==> src/verilog/hangmanPkg.sv <==
// Shared game sizes, character type, state enum and packed structs for the hangman design.
`default_nettype none

package hangmanPkg;

    localparam int wordLen     = 5;  // Letters in the secret word.
    localparam int maxMistakes = 6;  // Mistakes that lose the game.

    typedef logic [7:0] asciiChar;

    typedef enum logic [1:0] {
        LOADING,
        PLAYING,
        WON,
        LOST
    } gameStateT;

    // Loader to slots, one slot written per load.
    typedef struct packed {
        logic [wordLen-1:0] loadEn;    // One-hot slot select.
        asciiChar           loadChar;
    } slotLoadT;

    typedef struct packed {
        logic     valid;
        asciiChar guessChar;
    } guessT;

    typedef struct packed {
        logic hit;       // First match of this slot's letter.
        logic revealed;  // Letter already guessed.
    } slotStatusT;

    // Judge to display.
    typedef struct packed {
        gameStateT          state;
        logic [wordLen-1:0] hitMask;
        asciiChar           guessChar;
        logic               wrongPulse;
        logic [2:0]         correctCount;
        logic [2:0]         mistakeCount;
    } gameViewT;

endpackage

`default_nettype wire
==> src/verilog/hangmanTop.sv <==
// Hangman top level with the loader, the slot array, the judge and the host display.
`timescale 1ns/1ps
`default_nettype none

module hangmanTop import hangmanPkg::*; #(
    parameter int numSlots     = wordLen,
    parameter int mistakeLimit = maxMistakes
) (
    input  logic         clk,
    input  logic         nRst,
    input  logic         loadStrobe,
    input  asciiChar     loadChar,
    input  logic         guessStrobe,
    input  asciiChar     guessChar,
    input  logic         newGame,
    output logic [127:0] top,
    output logic [127:0] bottom,
    output gameStateT    state
);
    slotLoadT                  slotLoad;
    guessT                     guess;
    logic [numSlots*8-1:0]     secretWord;
    logic                      armed;
    slotStatusT [numSlots-1:0] slotStatus;
    gameViewT                  view;
    logic                      gameOver;

    wordLoader #(
        .numSlots(numSlots)
    ) uLoader (
        .clk        (clk),
        .nRst       (nRst),
        .loadStrobe (loadStrobe),
        .loadChar   (loadChar),
        .guessStrobe(guessStrobe),
        .guessChar  (guessChar),
        .newGame    (newGame),
        .gameOver   (gameOver),
        .slotLoad   (slotLoad),
        .guess      (guess),
        .secretWord (secretWord),
        .armed      (armed)
    );

    for (genvar i = 0; i < numSlots; i++) begin : gSlot
        letterSlot uSlot (
            .clk     (clk),
            .nRst    (nRst),
            .slotLoad(slotLoad),
            .guess   (guess),
            .loadEn  (slotLoad.loadEn[i]),  // This slot's select bit.
            .newGame (newGame),
            .status  (slotStatus[i])
        );
    end

    guessJudge #(
        .numSlots    (numSlots),
        .mistakeLimit(mistakeLimit)
    ) uJudge (
        .clk     (clk),
        .nRst    (nRst),
        .armed   (armed),
        .guess   (guess),
        .status  (slotStatus),
        .newGame (newGame),
        .view    (view),
        .gameOver(gameOver)
    );

    hostDisplay #(
        .numSlots    (numSlots),
        .mistakeLimit(mistakeLimit)
    ) uDisplay (
        .clk       (clk),
        .nRst      (nRst),
        .view      (view),
        .secretWord(secretWord),
        .top       (top),
        .bottom    (bottom)
    );

    assign state = view.state;

endmodule

`default_nettype wire

==> src/verilog/hostDisplay.sv <==
// Host display building the registered 16-character top and bottom rows from the game view.
`timescale 1ns/1ps
`default_nettype none

module hostDisplay import hangmanPkg::*; #(
    parameter int numSlots     = wordLen,
    parameter int mistakeLimit = maxMistakes
) (
    input  logic                  clk,
    input  logic                  nRst,
    input  gameViewT              view,
    input  logic [numSlots*8-1:0] secretWord,
    output logic [127:0]          top,
    output logic [127:0]          bottom
);
    localparam int rowChars = 16;
    localparam int wordPos  = 5;   // First word character.
    localparam int textPos  = 6;   // Start of the outcome text.

    localparam asciiChar         blankChar = 8'h20;
    localparam asciiChar         underChar = 8'h5F;
    localparam asciiChar [0:2]   winText   = "Win";
    localparam asciiChar [0:3]   loseText  = "Lose";

    asciiChar [0:numSlots-1]     wordChars;
    asciiChar [0:numSlots-1]     wordRow;
    asciiChar [0:numSlots-1]     wordNext;
    asciiChar [0:mistakeLimit-1] wrongRow;   // Newest wrong guess at the end.
    asciiChar [0:mistakeLimit-1] wrongNext;
    asciiChar [0:rowChars-1]     topNext;
    asciiChar [0:rowChars-1]     bottomNext;

    assign wordChars = secretWord;

    // Running guess state for the next rows.
    always_comb begin
        wordNext  = wordRow;
        wrongNext = wrongRow;
        if (view.state == LOADING) begin
            wordNext  = {numSlots{underChar}};
            wrongNext = {mistakeLimit{underChar}};
        end else begin
            for (int k = 0; k < numSlots; k++) begin
                if (view.hitMask[k]) begin
                    wordNext[k] = view.guessChar;
                end
            end
            if (view.wrongPulse) begin
                wrongNext = {wrongRow[1:mistakeLimit-1], view.guessChar};
            end
        end
    end

    always_comb begin
        for (int i = 0; i < rowChars; i++) begin
            topNext[i]    = blankChar;
            bottomNext[i] = blankChar;
        end
        case (view.state)
            WON: begin
                for (int i = 0; i < 3; i++) begin
                    topNext[textPos+i] = winText[i];
                end
                for (int k = 0; k < numSlots; k++) begin
                    bottomNext[wordPos+k] = wordChars[k];
                end
            end
            LOST: begin
                for (int i = 0; i < 4; i++) begin
                    topNext[textPos+i] = loseText[i];
                end
                for (int k = 0; k < numSlots; k++) begin
                    bottomNext[wordPos+k] = wordChars[k];
                end
            end
            default: begin
                // Loading gives the blank-game pattern here.
                for (int k = 0; k < numSlots; k++) begin
                    topNext[wordPos+k] = wordNext[k];
                end
                for (int j = 0; j < mistakeLimit; j++) begin
                    bottomNext[wordPos+j] = wrongNext[j];
                end
            end
        endcase
    end

    always_ff @(posedge clk or negedge nRst) begin
        if (!nRst) begin
            top      <= '0;
            bottom   <= '0;
            wordRow  <= {numSlots{underChar}};
            wrongRow <= {mistakeLimit{underChar}};
        end else begin
            top      <= topNext;
            bottom   <= bottomNext;
            wordRow  <= wordNext;
            wrongRow <= wrongNext;
        end
    end

endmodule

`default_nettype wire

==> src/verilog/guessJudge.sv <==
// Guess judge with reveal count, mistake count, hit mask and the game state FSM.
`timescale 1ns/1ps
`default_nettype none

module guessJudge import hangmanPkg::*; #(
    parameter int numSlots     = wordLen,
    parameter int mistakeLimit = maxMistakes
) (
    input  logic                         clk,
    input  logic                         nRst,
    input  logic                         armed,
    input  guessT                        guess,
    input  slotStatusT [numSlots-1:0]    status,
    input  logic                         newGame,
    output gameViewT                     view,
    output logic                         gameOver
);
    gameStateT               stateQ;
    logic                    validD;
    asciiChar                charD;
    asciiChar [numSlots-1:0] revLetter;  // Letters of slots already revealed.
    logic [numSlots-1:0]     hitMaskQ;
    asciiChar                guessCharQ;
    logic                    wrongQ;
    logic [2:0]              correctQ;
    logic [2:0]              mistakeQ;
    logic [numSlots-1:0]     hitBits;
    logic [numSlots-1:0]     revealedBits;
    logic [2:0]              revealCount;
    logic                    seenBefore;
    logic                    wrong;
    logic [2:0]              mistakeNext;

    always_comb begin
        revealCount = '0;
        seenBefore  = 1'b0;
        for (int k = 0; k < numSlots; k++) begin
            hitBits[k]      = status[k].hit;
            revealedBits[k] = status[k].revealed;
            revealCount     = revealCount + {2'b0, status[k].revealed};
            if (status[k].revealed && revLetter[k] == charD) begin
                seenBefore = 1'b1;  // Letter is already on the board.
            end
        end
    end

    assign wrong       = validD && !(|hitBits) && !seenBefore;
    assign mistakeNext = mistakeQ + {2'b0, wrong};

    always_ff @(posedge clk) begin
        charD      <= guess.guessChar;  // Lines up with slot results.
        guessCharQ <= charD;
        for (int k = 0; k < numSlots; k++) begin
            if (status[k].hit) begin
                revLetter[k] <= charD;
            end
        end
    end

    always_ff @(posedge clk or negedge nRst) begin
        if (!nRst) begin
            stateQ   <= LOADING;
            validD   <= 1'b0;
            hitMaskQ <= '0;
            wrongQ   <= 1'b0;
            correctQ <= '0;
            mistakeQ <= '0;
        end else if (newGame) begin
            stateQ   <= LOADING;
            validD   <= 1'b0;
            hitMaskQ <= '0;
            wrongQ   <= 1'b0;
            correctQ <= '0;
            mistakeQ <= '0;
        end else begin
            validD   <= guess.valid;
            hitMaskQ <= hitBits;
            wrongQ   <= wrong;
            correctQ <= revealCount;
            mistakeQ <= mistakeNext;
            case (stateQ)
                LOADING: begin
                    if (armed) begin
                        stateQ <= PLAYING;
                    end
                end
                PLAYING: begin
                    if (&revealedBits) begin
                        stateQ <= WON;
                    end else if (int'(mistakeNext) >= mistakeLimit) begin
                        stateQ <= LOST;
                    end
                end
                default: stateQ <= stateQ;  // Held until a new game.
            endcase
        end
    end

    assign gameOver = (stateQ == WON) || (stateQ == LOST);

    assign view = '{
        state:        stateQ,
        hitMask:      hitMaskQ,
        guessChar:    guessCharQ,
        wrongPulse:   wrongQ,
        correctCount: correctQ,
        mistakeCount: mistakeQ
    };

endmodule

`default_nettype wire

==> src/verilog/letterSlot.sv <==
// Single letter position holding its character, revealed flag and guess compare.
`timescale 1ns/1ps
`default_nettype none

module letterSlot import hangmanPkg::*; (
    input  logic       clk,
    input  logic       nRst,
    input  slotLoadT   slotLoad,
    input  guessT      guess,
    input  logic       loadEn,
    input  logic       newGame,
    output slotStatusT status
);
    asciiChar letter;
    logic     revealedQ;
    logic     hitQ;
    logic     match;

    assign match = guess.valid && (guess.guessChar == letter);

    always_ff @(posedge clk) begin
        if (loadEn) begin
            letter <= slotLoad.loadChar;
        end
    end

    always_ff @(posedge clk or negedge nRst) begin
        if (!nRst) begin
            revealedQ <= 1'b0;
            hitQ      <= 1'b0;
        end else if (newGame) begin
            revealedQ <= 1'b0;
            hitQ      <= 1'b0;
        end else begin
            // Only the first matching guess counts as a hit.
            hitQ <= match && !revealedQ;
            if (loadEn) begin
                revealedQ <= 1'b0;  // Fresh letter.
            end else if (match) begin
                revealedQ <= 1'b1;
            end
        end
    end

    assign status = '{hit: hitQ, revealed: revealedQ};

endmodule

`default_nettype wire

==> src/verilog/wordLoader.sv <==
// Secret word loader with load index, one-hot slot writes and the gated guess pipeline.
`timescale 1ns/1ps
`default_nettype none

module wordLoader import hangmanPkg::*; #(
    parameter int numSlots = wordLen
) (
    input  logic                  clk,
    input  logic                  nRst,
    input  logic                  loadStrobe,
    input  asciiChar              loadChar,
    input  logic                  guessStrobe,
    input  asciiChar              guessChar,
    input  logic                  newGame,
    input  logic                  gameOver,
    output slotLoadT              slotLoad,
    output guessT                 guess,
    output logic [numSlots*8-1:0] secretWord,
    output logic                  armed
);
    typedef enum logic {
        LOADWORD,
        ARMED
    } phaseT;

    phaseT                         phase;
    logic [$clog2(numSlots+1)-1:0] loadIdx;
    logic [numSlots-1:0]           loadEnQ;
    asciiChar                      loadCharQ;
    asciiChar [0:numSlots-1]       wordQ;     // Character 0 is the first letter.
    logic                          strobeQ;
    asciiChar                      sampleQ;
    logic                          validQ;
    asciiChar                      guessCharQ;
    logic                          loadAccept;

    assign loadAccept = loadStrobe && (phase == LOADWORD) && (loadIdx < numSlots);

    always_ff @(posedge clk or negedge nRst) begin
        if (!nRst) begin
            phase   <= LOADWORD;
            loadIdx <= '0;
            loadEnQ <= '0;
            strobeQ <= 1'b0;
            validQ  <= 1'b0;
        end else if (newGame) begin
            phase   <= LOADWORD;
            loadIdx <= '0;
            loadEnQ <= '0;
            strobeQ <= 1'b0;
            validQ  <= 1'b0;
        end else begin
            loadEnQ <= '0;
            if (loadAccept) begin
                loadEnQ <= {{(numSlots-1){1'b0}}, 1'b1} << loadIdx;
                loadIdx <= loadIdx + 1'b1;
            end
            if (phase == LOADWORD && loadIdx == numSlots) begin
                phase   <= ARMED;  // Last slot written this cycle.
                loadIdx <= '0;
            end
            strobeQ <= guessStrobe;
            validQ  <= strobeQ && (phase == ARMED) && !gameOver;
        end
    end

    always_ff @(posedge clk) begin
        if (loadAccept) begin
            loadCharQ      <= loadChar;
            wordQ[loadIdx] <= loadChar;
        end
        sampleQ    <= guessChar;
        guessCharQ <= sampleQ;
    end

    assign slotLoad   = '{loadEn: loadEnQ, loadChar: loadCharQ};
    assign guess      = '{valid: validQ, guessChar: guessCharQ};
    assign secretWord = wordQ;
    assign armed      = (phase == ARMED);

endmodule

`default_nettype wire

==> config.mk <==
export PLATFORM = sky130hd
export DESIGN_NAME = hangmanTop
export DESIGN_NICKNAME = d
export VERILOG_FILES = /design/src/verilog/hangmanPkg.sv /design/src/verilog/hangmanTop.sv /design/src/verilog/hostDisplay.sv /design/src/verilog/guessJudge.sv /design/src/verilog/letterSlot.sv /design/src/verilog/wordLoader.sv
export SDC_FILE = /design/constraint.sdc
export NUM_CORES = 1
export LEC_CHECK = 0
export BUFFER_PORTS_ARGS = -buffer_cell sky130_fd_sc_hd__buf_4
export CAP_MARGIN = 15
export CORE_ASPECT_RATIO = 1.75
export CORE_MARGIN = 3
export CORE_UTILIZATION = 50
export DETAILED_ROUTE_END_ITERATION = 8
export MAX_ROUTING_LAYER = met4
export PLACE_DENSITY = 0.8
export SLEW_MARGIN = 20
export SYNTH_ARGS = -nofsm -noshare
export SYNTH_HDL_FRONTEND = slang
export SYNTH_SLANG_ARGS = --single-unit
==> constraint.sdc <==
create_clock -name clk -period 3.2 [get_ports clk]
set_input_delay 0.16 -clock clk [delete_from_list [all_inputs] [get_ports clk]]
set_output_delay 0.16 -clock clk [all_outputs]
set_load 0.01 [all_outputs]
Word level (Yosys, flattened, before mapping):

Index checks and enable logic that the tools add are counted.

* add/sub/neg operators: 2
* magnitude comparators: 4
* eq/ne operators: 16
* shift-type cells: 1
* muxes and demuxes: 59
* bitwise operators: 2
* reductions and logical operators: 45

Operators with widths (count)
* 48-bit 2-to-1 mux: 2
* 8-bit equality test: 10
* 40-bit 2-to-1 mux: 2
* 8-bit 2-to-1 mux: 8
* 24-bit one-hot mux with 2 select lines: 1
* 40-bit bitwise mux: 1
* 1-bit 2-to-1 mux: 31
* 8-bit demux with 3-bit select: 1
* 1-bit logical AND: 23
* 3-bit nonzero test: 7
* 8-bit one-hot mux with 2 select lines: 1
* 5-bit 2-to-1 mux: 3
* 3-bit 2-to-1 mux: 4
* 1-bit logical NOT: 8
* 2-bit 2-to-1 mux: 4
* 5-bit AND reduction: 1
* 5-bit OR reduction: 1
* 1-bit by 3-bit << shifter with 5-bit output, first input constant: 1
* 2-bit equality test, second input constant: 2
* 4-bit greater-or-equal comparator, second input constant: 1
* 4-bit by 1-bit < comparator with 1-bit output, second input constant: 1
* 4-bit by 2-bit inequality test with 1-bit output, second input constant: 1
* 3-bit inverter with 4-bit output: 1
* 2-bit one-hot mux with 2 select lines: 1
* 13 further kinds: 13

* bits in registers: 382
* bits of input ports: 21
* output and inout port bits: 258
* word-level logic and storage cells: 182

Logic depth before layout (Yosys ltp):

Gate-level depths: netlist of run 1.

* word-level depth: 15
* gate-level depth with buffers: 12
* gate-level depth less buffers: 11

By module:

Synthesis of run 1 repeated with hierarchy kept, for this count alone.

* cell total of the unflattened synthesis: 1143
* area, all modules: 15270.9 sq um

By module, submodules not included
* hostDisplay: instances 1, cells each 694, area each 8003.9 sq um, sequential area each 4511.8 sq um
* guessJudge: instances 1, cells each 174, area each 2723.9 sq um, sequential area each 1896.8 sq um
* wordLoader: instances 1, cells each 120, area each 2341.0 sq um, sequential area each 2037.0 sq um
* letterSlot: instances 5, cells each 31, area each 440.4 sq um, sequential area each 290.3 sq um

Worst setup path after synthesis of run 1:

Ideal clock, no wire load.

* path type: flip-flop to flip-flop
* start point: register gSlot[3].uSlot.hitQ
* end point: register uJudge.stateQ[1]
* library setup time: 0.132 ns
* arrival time: 2.316 ns
* required time: 3.068 ns
* path slack: 0.752 ns
* cell stages (with the launch flop): 12
* path buffers: 0
* period minus slack after synthesis: 2.448 ns
* cells stage by stage: dfrtp_1 -> or4b_4 -> nor3_2 -> o31ai_1 -> a311o_1 -> nor3_1 -> ha_1 -> ha_1 -> xnor2_1 -> o21ai_1 -> a21oi_1 -> nor2_1

* cells in the longest elaborated chain, start to end: 8

Ends and longest elaborated chain
* from (decl): RTL line letterSlot.sv:16 `logic hitQ;`
* from (signal assigned): RTL line letterSlot.sv:36 `hitQ <= match && !revealedQ;`
* 5-bit OR reduction: RTL line guessJudge.sv:47 `assign wrong = validD && !(|hitBits) && !seenBefore;`
* 1-bit logical NOT: RTL line guessJudge.sv:47
* 1-bit logical AND (2 in a row): RTL line guessJudge.sv:47
* 3-bit by 1-bit adder with 3-bit output: RTL line guessJudge.sv:48 `assign mistakeNext = mistakeQ + {2'b0, wrong};`
* 3-bit greater-or-equal comparator: RTL line guessJudge.sv:90 `end else if (int'(mistakeNext) >= mistakeLimit) begin`
* 4-bit by 2-bit inequality test with 1-bit output (no source line)
* 3-bit AND reduction (no source line)
* to (signal assigned): RTL line guessJudge.sv:94 `default: stateQ <= stateQ;`
* to (decl): RTL line guessJudge.sv:18 `gameStateT stateQ;`

Every way passes these cells.
A chain may end at the register's enable or synchronous reset.

Worst setup path after layout of run 1:

Ends and elaborated chain as after synthesis.

==> reports/metrics.cfg, run 1 <==
[run_status]
status=finished clean

[routing]
vias_per_cell=4.83
drtIter0Drc=342
wl_per_cell_um=17.8
first_pass_iters=4
vias=7677
wl_um=28400
ant_nets=0
route.detailed.drc=0

[clocking]
numCtsBuffers=31
cts-root-buf=clkbuf_16
tritoncts=built
cts_buffer_depth=3
clkSinkCount=370
cts_setup_buffers=0
htreeDepth=1
worstSkewPairLatency_ns=0.56
path_clk_slew_ns=0.07

[place]
dpl_cell_area_mm2=0.0154
dp_hpwl_um=19100
place_inst=1514
port_buffers=131
gp_congestion=0.831

[global_routing]
grt_overflow=0
track_usage_pct=18.1
antenna_found_initial=0
grt_pass1_vias=7945
grt_start_max_net_pins=120
grt_first_pass_wirelength_um=43000

[timing]
fin_skew_ns=0.0111
fin_setup_tns_ns=0
hold_violations=0
fin_crit_sh_pct=88.0
clock.fmax_mhz=355
post-route-min-period_ns=2.82
timing.slew.headroom_pct=37.5
final_max_slew_viol_count=0
setup_viol=0
tightestPinTransition_ns=0.934
rsz0062_at_grt=no

[power_and_ir_drop]
p_seq_share_pct=52.4
power.leakage_nw=6.44
clkPwrFrac_pct=44.1
switching_power_w=0.00203
p_sw_share_pct=21.0
power_frac_comb_pct=3.5
power_density_mw_per_mm2=575
internal_power_w=0.00761
ir_worst_vdd_mv=0.645

[setup_path]
cp_top_family=simple AND/OR/NAND/NOR gates
path_cells=or4b_4, nor3_2, o31ai_1, a311o_1, nor3_1, ha_1, ha_1, xnor2_1, o21ai_1, a21oi_1, nor2_1
critical_path.slowest_cell=or4b_4
cpMostUsedCell=ha_1
critPathCaptureType=register
worstPathMaxFanout=10
r2r-start=gSlot[3].uSlot.hitQ
max_stage_delay_ns=0.60
regToRegSetupSlack_ns=0.38
cp_data_arrival_time_ns=3.25
r2r-end=uJudge.stateQ[1]
r2r_cells=11
required_ns=3.64
path_buf_inv=0
cp-start-kind=register
worstSetupPathType=register to register

[yosys]
synth-compound-area-share_pct=2.29
synth-seq-area-share_pct=67.0
yosys-mux-area-fraction_pct=8.31
synthAdderAreaFrac_pct=0.597
synth_area_mm2=0.0147
synthXorXnorAreaFrac_pct=4.90
yosysUniqueCellTypes=41
ys_warn_count=0
ys_ff_latch=370
synth_edf_count=128
ys.flop_type=dfrtp_1
synth-simple-area-share_pct=6.31
synth_top_family_by_area=buffers and inverters
synth_area_per_cell_um2=13.8
postSynthCellCount=1064
async_flop_share_pct=56.8

[hold_path]
holdCritStartpoint=loadStrobe
hold_depth=3
hold_end=uLoader.loadEnQ[3]
hold_path_class=input port to register

[die]
core-area_mm2=0.0287
io_pins=279
initial_utilization_pct=51.1
die_area_mm2=0.0315
die_width_um=135
die_y_um=233
rows=82

[finish]
antenna_cells=0
final_cell_count_no_fill=1591
fill_cells=2231
drive_gt1_share_pct=25.6
design_area_mm2=0.0168
seq_area_mm2=0.00983
nets=1217
multi_input_comb_area_mm2=0.00384
areaGrowthSynthToFinish_pct=14.3

[flow_run]
maxCapViolations=0

[layer usage]
layer	global-route usage [%]	part of all wire, %
met1	19.6	36
met2	33.4	56
met3	2.29	5.3
met4	6.75	3.3
met5	-	0
[worst max path at each step]
stage                             endpoint  depth (start not counted)                 from  slack [ns]
after floorplan           uJudge.stateQ[1]                         11  gSlot[3].uSlot.hitQ        0.75
final                     uJudge.stateQ[1]                         11  gSlot[3].uSlot.hitQ        0.38
after detailed placement  uJudge.stateQ[1]                         11  gSlot[3].uSlot.hitQ        0.39
after global placement    uJudge.stateQ[1]                         11  gSlot[3].uSlot.hitQ        0.56
after global routing      uJudge.stateQ[1]                         11  gSlot[3].uSlot.hitQ        0.28
after CTS                 uJudge.stateQ[1]                         11  gSlot[3].uSlot.hitQ        0.37
[state kept, by name (all words and copies together), names as in the netlist, 2 cells and up]
name                   cells
uDisplay.wordRow          40
uDisplay.bottom           48
uLoader.sampleQ            8
uJudge.guessCharQ          8
uLoader.loadEnQ            5
uDisplay.wrongRow         48
uLoader.secretWord        40
uLoader.loadCharQ          8
uLoader.guessCharQ         8
uJudge.charD               8
uJudge.hitMaskQ            5
uJudge.stateQ              2
gSlot.uSlot.hitQ           5
uJudge.mistakeQ            3
gSlot.uSlot.revealedQ      5
gSlot.uSlot.letter        40
uJudge.revLetter          40
uDisplay.top              41
uLoader.loadIdx            3
[worst reg2reg max path, stage by stage, from the launching register on]
cell and delay, ns:
dfrtp_1 0.54, or4b_4 0.60, nor3_2 0.12, o31ai_1 0.11, a311o_1 0.31, nor3_1 0.22
ha_1 0.21, ha_1 0.16, xnor2_1 0.15, o21ai_1 0.08, a21oi_1 0.16, nor2_1 0.05
[synthesized netlist by cell type (2+ instances only)]
cell type  count  area share, %
o31ai_1       10           0.51
or2_1         13           0.55
nor2_1        33           0.84
mux2i_1       88            6.0
a211oi_1       5           0.26
clkbuf_1      27           0.69
buf_2         19           0.65
nand2b_1       2          0.085
edfxtp_1     128             26
nor3_1        23           0.78
nor4_1         9           0.38
o21ai_1        8           0.27
inv_1          8           0.20
nor2b_1        9           0.38
nand3_1        5           0.17
a21oi_1       20           0.68
dfrtp_1      144             25
conb_1         2          0.051
nand4_1       10           0.43
buf_1          7           0.18
dfstp_2       66             12
inv_2          2          0.051
xor2_1        41            2.4
nand2_1       82            2.1
o21a_1         8           0.41
mux2_2        30            2.3
dfxtp_1       32            4.4
and2_1         3           0.13
buf_4        172            8.8
xnor2_1       41            2.4
ha_1           7           0.60
[layout by cell type (no fill, tap or decap), types with 7 or more instances in the layout]
cell type | synthesis | layout
dlygate4sd3_1 | 0 | 20
nand2_1 | 82 | 82
edfxtp_1 | 128 | 128
dfxtp_1 | 32 | 32
conb_1 | 2 | 148
a21oi_1 | 20 | 20
xor2_1 | 41 | 41
nor4_1 | 9 | 9
dfstp_2 | 66 | 66
dfrtp_1 | 144 | 142
clkbuf_16 | 0 | 36
nand4_1 | 10 | 10
buf_4 | 172 | 146
nor2_1 | 33 | 32
o21ai_1 | 8 | 8
xnor2_1 | 41 | 41
mux2i_1 | 88 | 88
nor3_1 | 23 | 23
inv_1 | 8 | 8
or2_1 | 13 | 12
o21a_1 | 8 | 8
ha_1 | 7 | 7
nor2b_1 | 9 | 9
o31ai_1 | 10 | 10
mux2_2 | 30 | 30
[cell families (layout without fill, tap and decap cells)]
family | count (synthesis) | count (layout)
flip-flops | 370 | 370
AND/OR/NAND/NOR | 196 | 196
XOR/XNOR | 82 | 82
other | 2 | 148
AO/OA/AOI/OAI | 54 | 54
adder cells (fa/ha/maj) | 7 | 7
multiplexers | 118 | 118
buffers and inverters | 235 | 238
[cell type report]
| type | count | area share (%) |
|---|---|---|
| clock inverter | 19 | 1.66 |
| inverter | 10 | 0.224 |
| sequential | 370 | 58.6 |
| timing repair buffer | 171 | 8.29 |
| tap | 378 | 2.82 |
| clock buffer | 38 | 5.42 |
| multi-input combinational | 605 | 22.9 |
[power by group through the flow]
stage / clock network, W / logic, W / registers [W]
floorplan: 0 / 0.000341 / 0.00510
global placement: 0 / 0.000313 / 0.00514
detailed placement: 0 / 0.000321 / 0.00514
CTS: 0.00433 / 0.000343 / 0.00505
global route: 0.00453 / 0.000377 / 0.00505
finish: 0.00425 / 0.000341 / 0.00505
[metrics by stage]
| step | hold WS, ns | util, % | total power [W] | worst slack [ns] |
|---|---|---|---|---|
| after detailed placement | 0.266 | 53.5 | 0.00546 | 0.389 |
| after global placement | 0.267 | 53.5 | 0.00545 | 0.562 |
| after floorplan | -0.136 | - | 0.00544 | 0.752 |
| final | 0.102 | 58.3 | 0.00963 | 0.384 |
| after global routing | 0.0954 | 58.3 | 0.00996 | 0.279 |
| after CTS | 0.0600 | 58.3 | 0.00972 | 0.370 |
[timing repair]
action                                 CTS  global route
hold buffers                            20             0
gates resized for setup                  0             0
endpoints found under the hold margin  160             0
setup endpoints to repair                0             0
Note: power is estimated with default switching activity, not from simulation.
==> inputs of run 2 (changes only) <==
MAX_ROUTING_LAYER = unset   (was met4)
==> reports/metrics.cfg, run 2 (same netlist as run 1, synthesis figures left out) <==
[finish]
nets=1217  ; unchanged
reg_top3=uDisplay.bottom: 48 flops, uDisplay.wrongRow: 48 flops, uDisplay.top: 41 flops
mostFrequentLayoutCells=conb_1 (148), buf_4 (146), dfrtp_1 (142)
areaGrowthSynthToFinish_pct=14.3  ; unchanged
drive_gt1_share_pct=25.6  ; unchanged
antenna_cells=0  ; unchanged
final_common_cell=conb_1
fill_cells=2231  ; unchanged
design_area_mm2=0.0168  ; unchanged

[die]
die_area_mm2=0.0315  ; unchanged
io_pins=279  ; unchanged
die_width_um=135  ; unchanged
rows=82  ; unchanged
core-area_mm2=0.0287  ; unchanged
initial_utilization_pct=51.1  ; unchanged
die_y_um=233  ; unchanged

[timing]
final_max_slew_viol_count=0  ; unchanged
rsz0062_at_grt=no
setup_viol=0  ; unchanged
clock.fmax_mhz=358  ; +0.67%
post-route-min-period_ns=2.80  ; -0.0189 ns
hold_violations=0  ; unchanged
fin_skew_ns=0.0129  ; +0.00182 ns
timing.slew.headroom_pct=36.9  ; -0.59 points
fin_crit_sh_pct=87.4  ; -0.59 points
fin_setup_tns_ns=0  ; unchanged
tightestPinTransition_ns=0.947  ; +0.0123 ns

[hold_path]
hold_end=uLoader.loadEnQ[3]
hold_path_class=input port to register
hold_depth=3  ; unchanged
holdCritStartpoint=loadStrobe

[global_routing]
antenna_found_initial=0  ; unchanged
grt_overflow=0  ; unchanged
grt_pass1_vias=7958  ; +0.16%
grt_first_pass_wirelength_um=43000  ; about the same
track_usage_pct=17.5  ; -0.52 points
grt_start_max_net_pins=120  ; unchanged

[power_and_ir_drop]
switching_power_w=0.00202  ; -0.20%
p_seq_share_pct=52.4  ; about the same
power_frac_comb_pct=3.5  ; about the same
clkPwrFrac_pct=44.1  ; about the same
power.leakage_nw=6.44  ; unchanged
internal_power_w=0.00761  ; about the same
ir_worst_vdd_mv=0.644  ; -0.19%
p_sw_share_pct=21.0  ; -0.033 points
power_density_mw_per_mm2=575  ; about the same

[setup_path]
worstSetupPathType=register to register
critPathCaptureType=register
worstPathMaxFanout=10  ; unchanged
path_cells=or4b_4, nor3_2, o31ai_1, a311o_1, nor3_1, ha_1, ha_1, xnor2_1, o21ai_1, a21oi_1, nor2_1
cp-start-kind=register
r2r-start=gSlot[3].uSlot.hitQ
max_stage_delay_ns=0.59  ; about the same
regToRegSetupSlack_ns=0.40  ; +0.02 ns
r2r-end=uJudge.stateQ[1]
required_ns=3.64  ; about the same
critical_path.slowest_cell=or4b_4
cpMostUsedCell=ha_1
cp_data_arrival_time_ns=3.24  ; about the same
r2r_cells=11  ; unchanged

[clocking]
numCtsBuffers=31  ; unchanged
ctsHoldBuffers=20  ; unchanged
cts_setup_buffers=0  ; unchanged
path_clk_slew_ns=0.07  ; about the same
cts_resized=0  ; unchanged
cts-root-buf=clkbuf_16
htreeDepth=1  ; unchanged
cts_buffer_depth=3  ; unchanged
worstSkewPairLatency_ns=0.56  ; about the same
tritoncts=built
clkSinkCount=370  ; unchanged

[routing]
vias_per_cell=4.84  ; +0.30%
wl_per_cell_um=17.8  ; -0.19%
route.detailed.drc=0  ; unchanged
ant_nets=0  ; unchanged
first_pass_iters=4  ; unchanged
wl_um=28300  ; -0.19%
drtIter0Drc=362  ; +5.8%
vias=7700  ; +0.30%

[run_status]
status=finished clean

[place]
gp_congestion=0.818  ; -1.5%
port_buffers=131  ; unchanged
dp_hpwl_um=19100  ; unchanged
dpl_cell_area_mm2=0.0154  ; unchanged

[flow_run]
maxCapViolations=0  ; unchanged

[run 2: layout make-up]
type / instances / area (um^2) / area share (%)
Sequential cell: 370 / 9830 / 58.6
Timing Repair Buffer: 171 / 1390 / 8.29
Tap cell: 378 / 473 / 2.82
Multi-Input combinational cell: 605 / 3840 / 22.9
Clock inverter: 19 / 279 / 1.66
Inverter: 10 / 37.5 / 0.224
Clock buffer: 38 / 908 / 5.42
[run 2: how the worst max path moves through the flow]
stage                              startpoint                to  slack, ns  depth (start not counted)
after floorplan           gSlot[3].uSlot.hitQ  uJudge.stateQ[1]       0.75                         11
final                     gSlot[3].uSlot.hitQ  uJudge.stateQ[1]       0.40                         11
after detailed placement  gSlot[3].uSlot.hitQ  uJudge.stateQ[1]       0.39                         11
after CTS                 gSlot[3].uSlot.hitQ  uJudge.stateQ[1]       0.37                         11
after global placement    gSlot[3].uSlot.hitQ  uJudge.stateQ[1]       0.56                         11
after global routing      gSlot[3].uSlot.hitQ  uJudge.stateQ[1]       0.28                         11
[run 2: worst max-delay path, delay by kind of cell, from the launching register on]
family,cells,cell delay [ns]
DFF,1,0.53
xor gates and xnor gates,1,0.15
AOI/OAI and AO/OA,4,0.66
and+or+nand+nor,4,0.97
adders and majority gates,2,0.36
[run 2: power by group through the flow]
stage                     Sequential (W)  Clock, W  Combinational (W)
after CTS                        0.00505   0.00433           0.000343
final                            0.00505   0.00425           0.000341
after detailed placement         0.00514         0           0.000321
after global routing             0.00505   0.00453           0.000377
after floorplan                  0.00510         0           0.000341
after global placement           0.00514         0           0.000313
[run 2: per-stage QoR]
step / total power [W] / hold slack (ns) / setup WS, ns / util, % / std cells
CTS: 0.00972 / 0.0600 / 0.370 / 58.3 / 1591
global placement: 0.00545 / 0.267 / 0.562 / 53.5 / 1514
global route: 0.00996 / 0.0954 / 0.279 / 58.3 / 1591
detailed placement: 0.00546 / 0.266 / 0.389 / 53.5 / 1514
floorplan: 0.00544 / -0.136 / 0.752 / - / 1210
finish: 0.00963 / 0.107 / 0.403 / 58.3 / 1591
[run 2: metal layers]
layer  wire [um]  GRT usage (%)
met4         963           6.75
met1       10200           19.6
met3        1420           2.34
met2       15700           33.3
met5           0              0
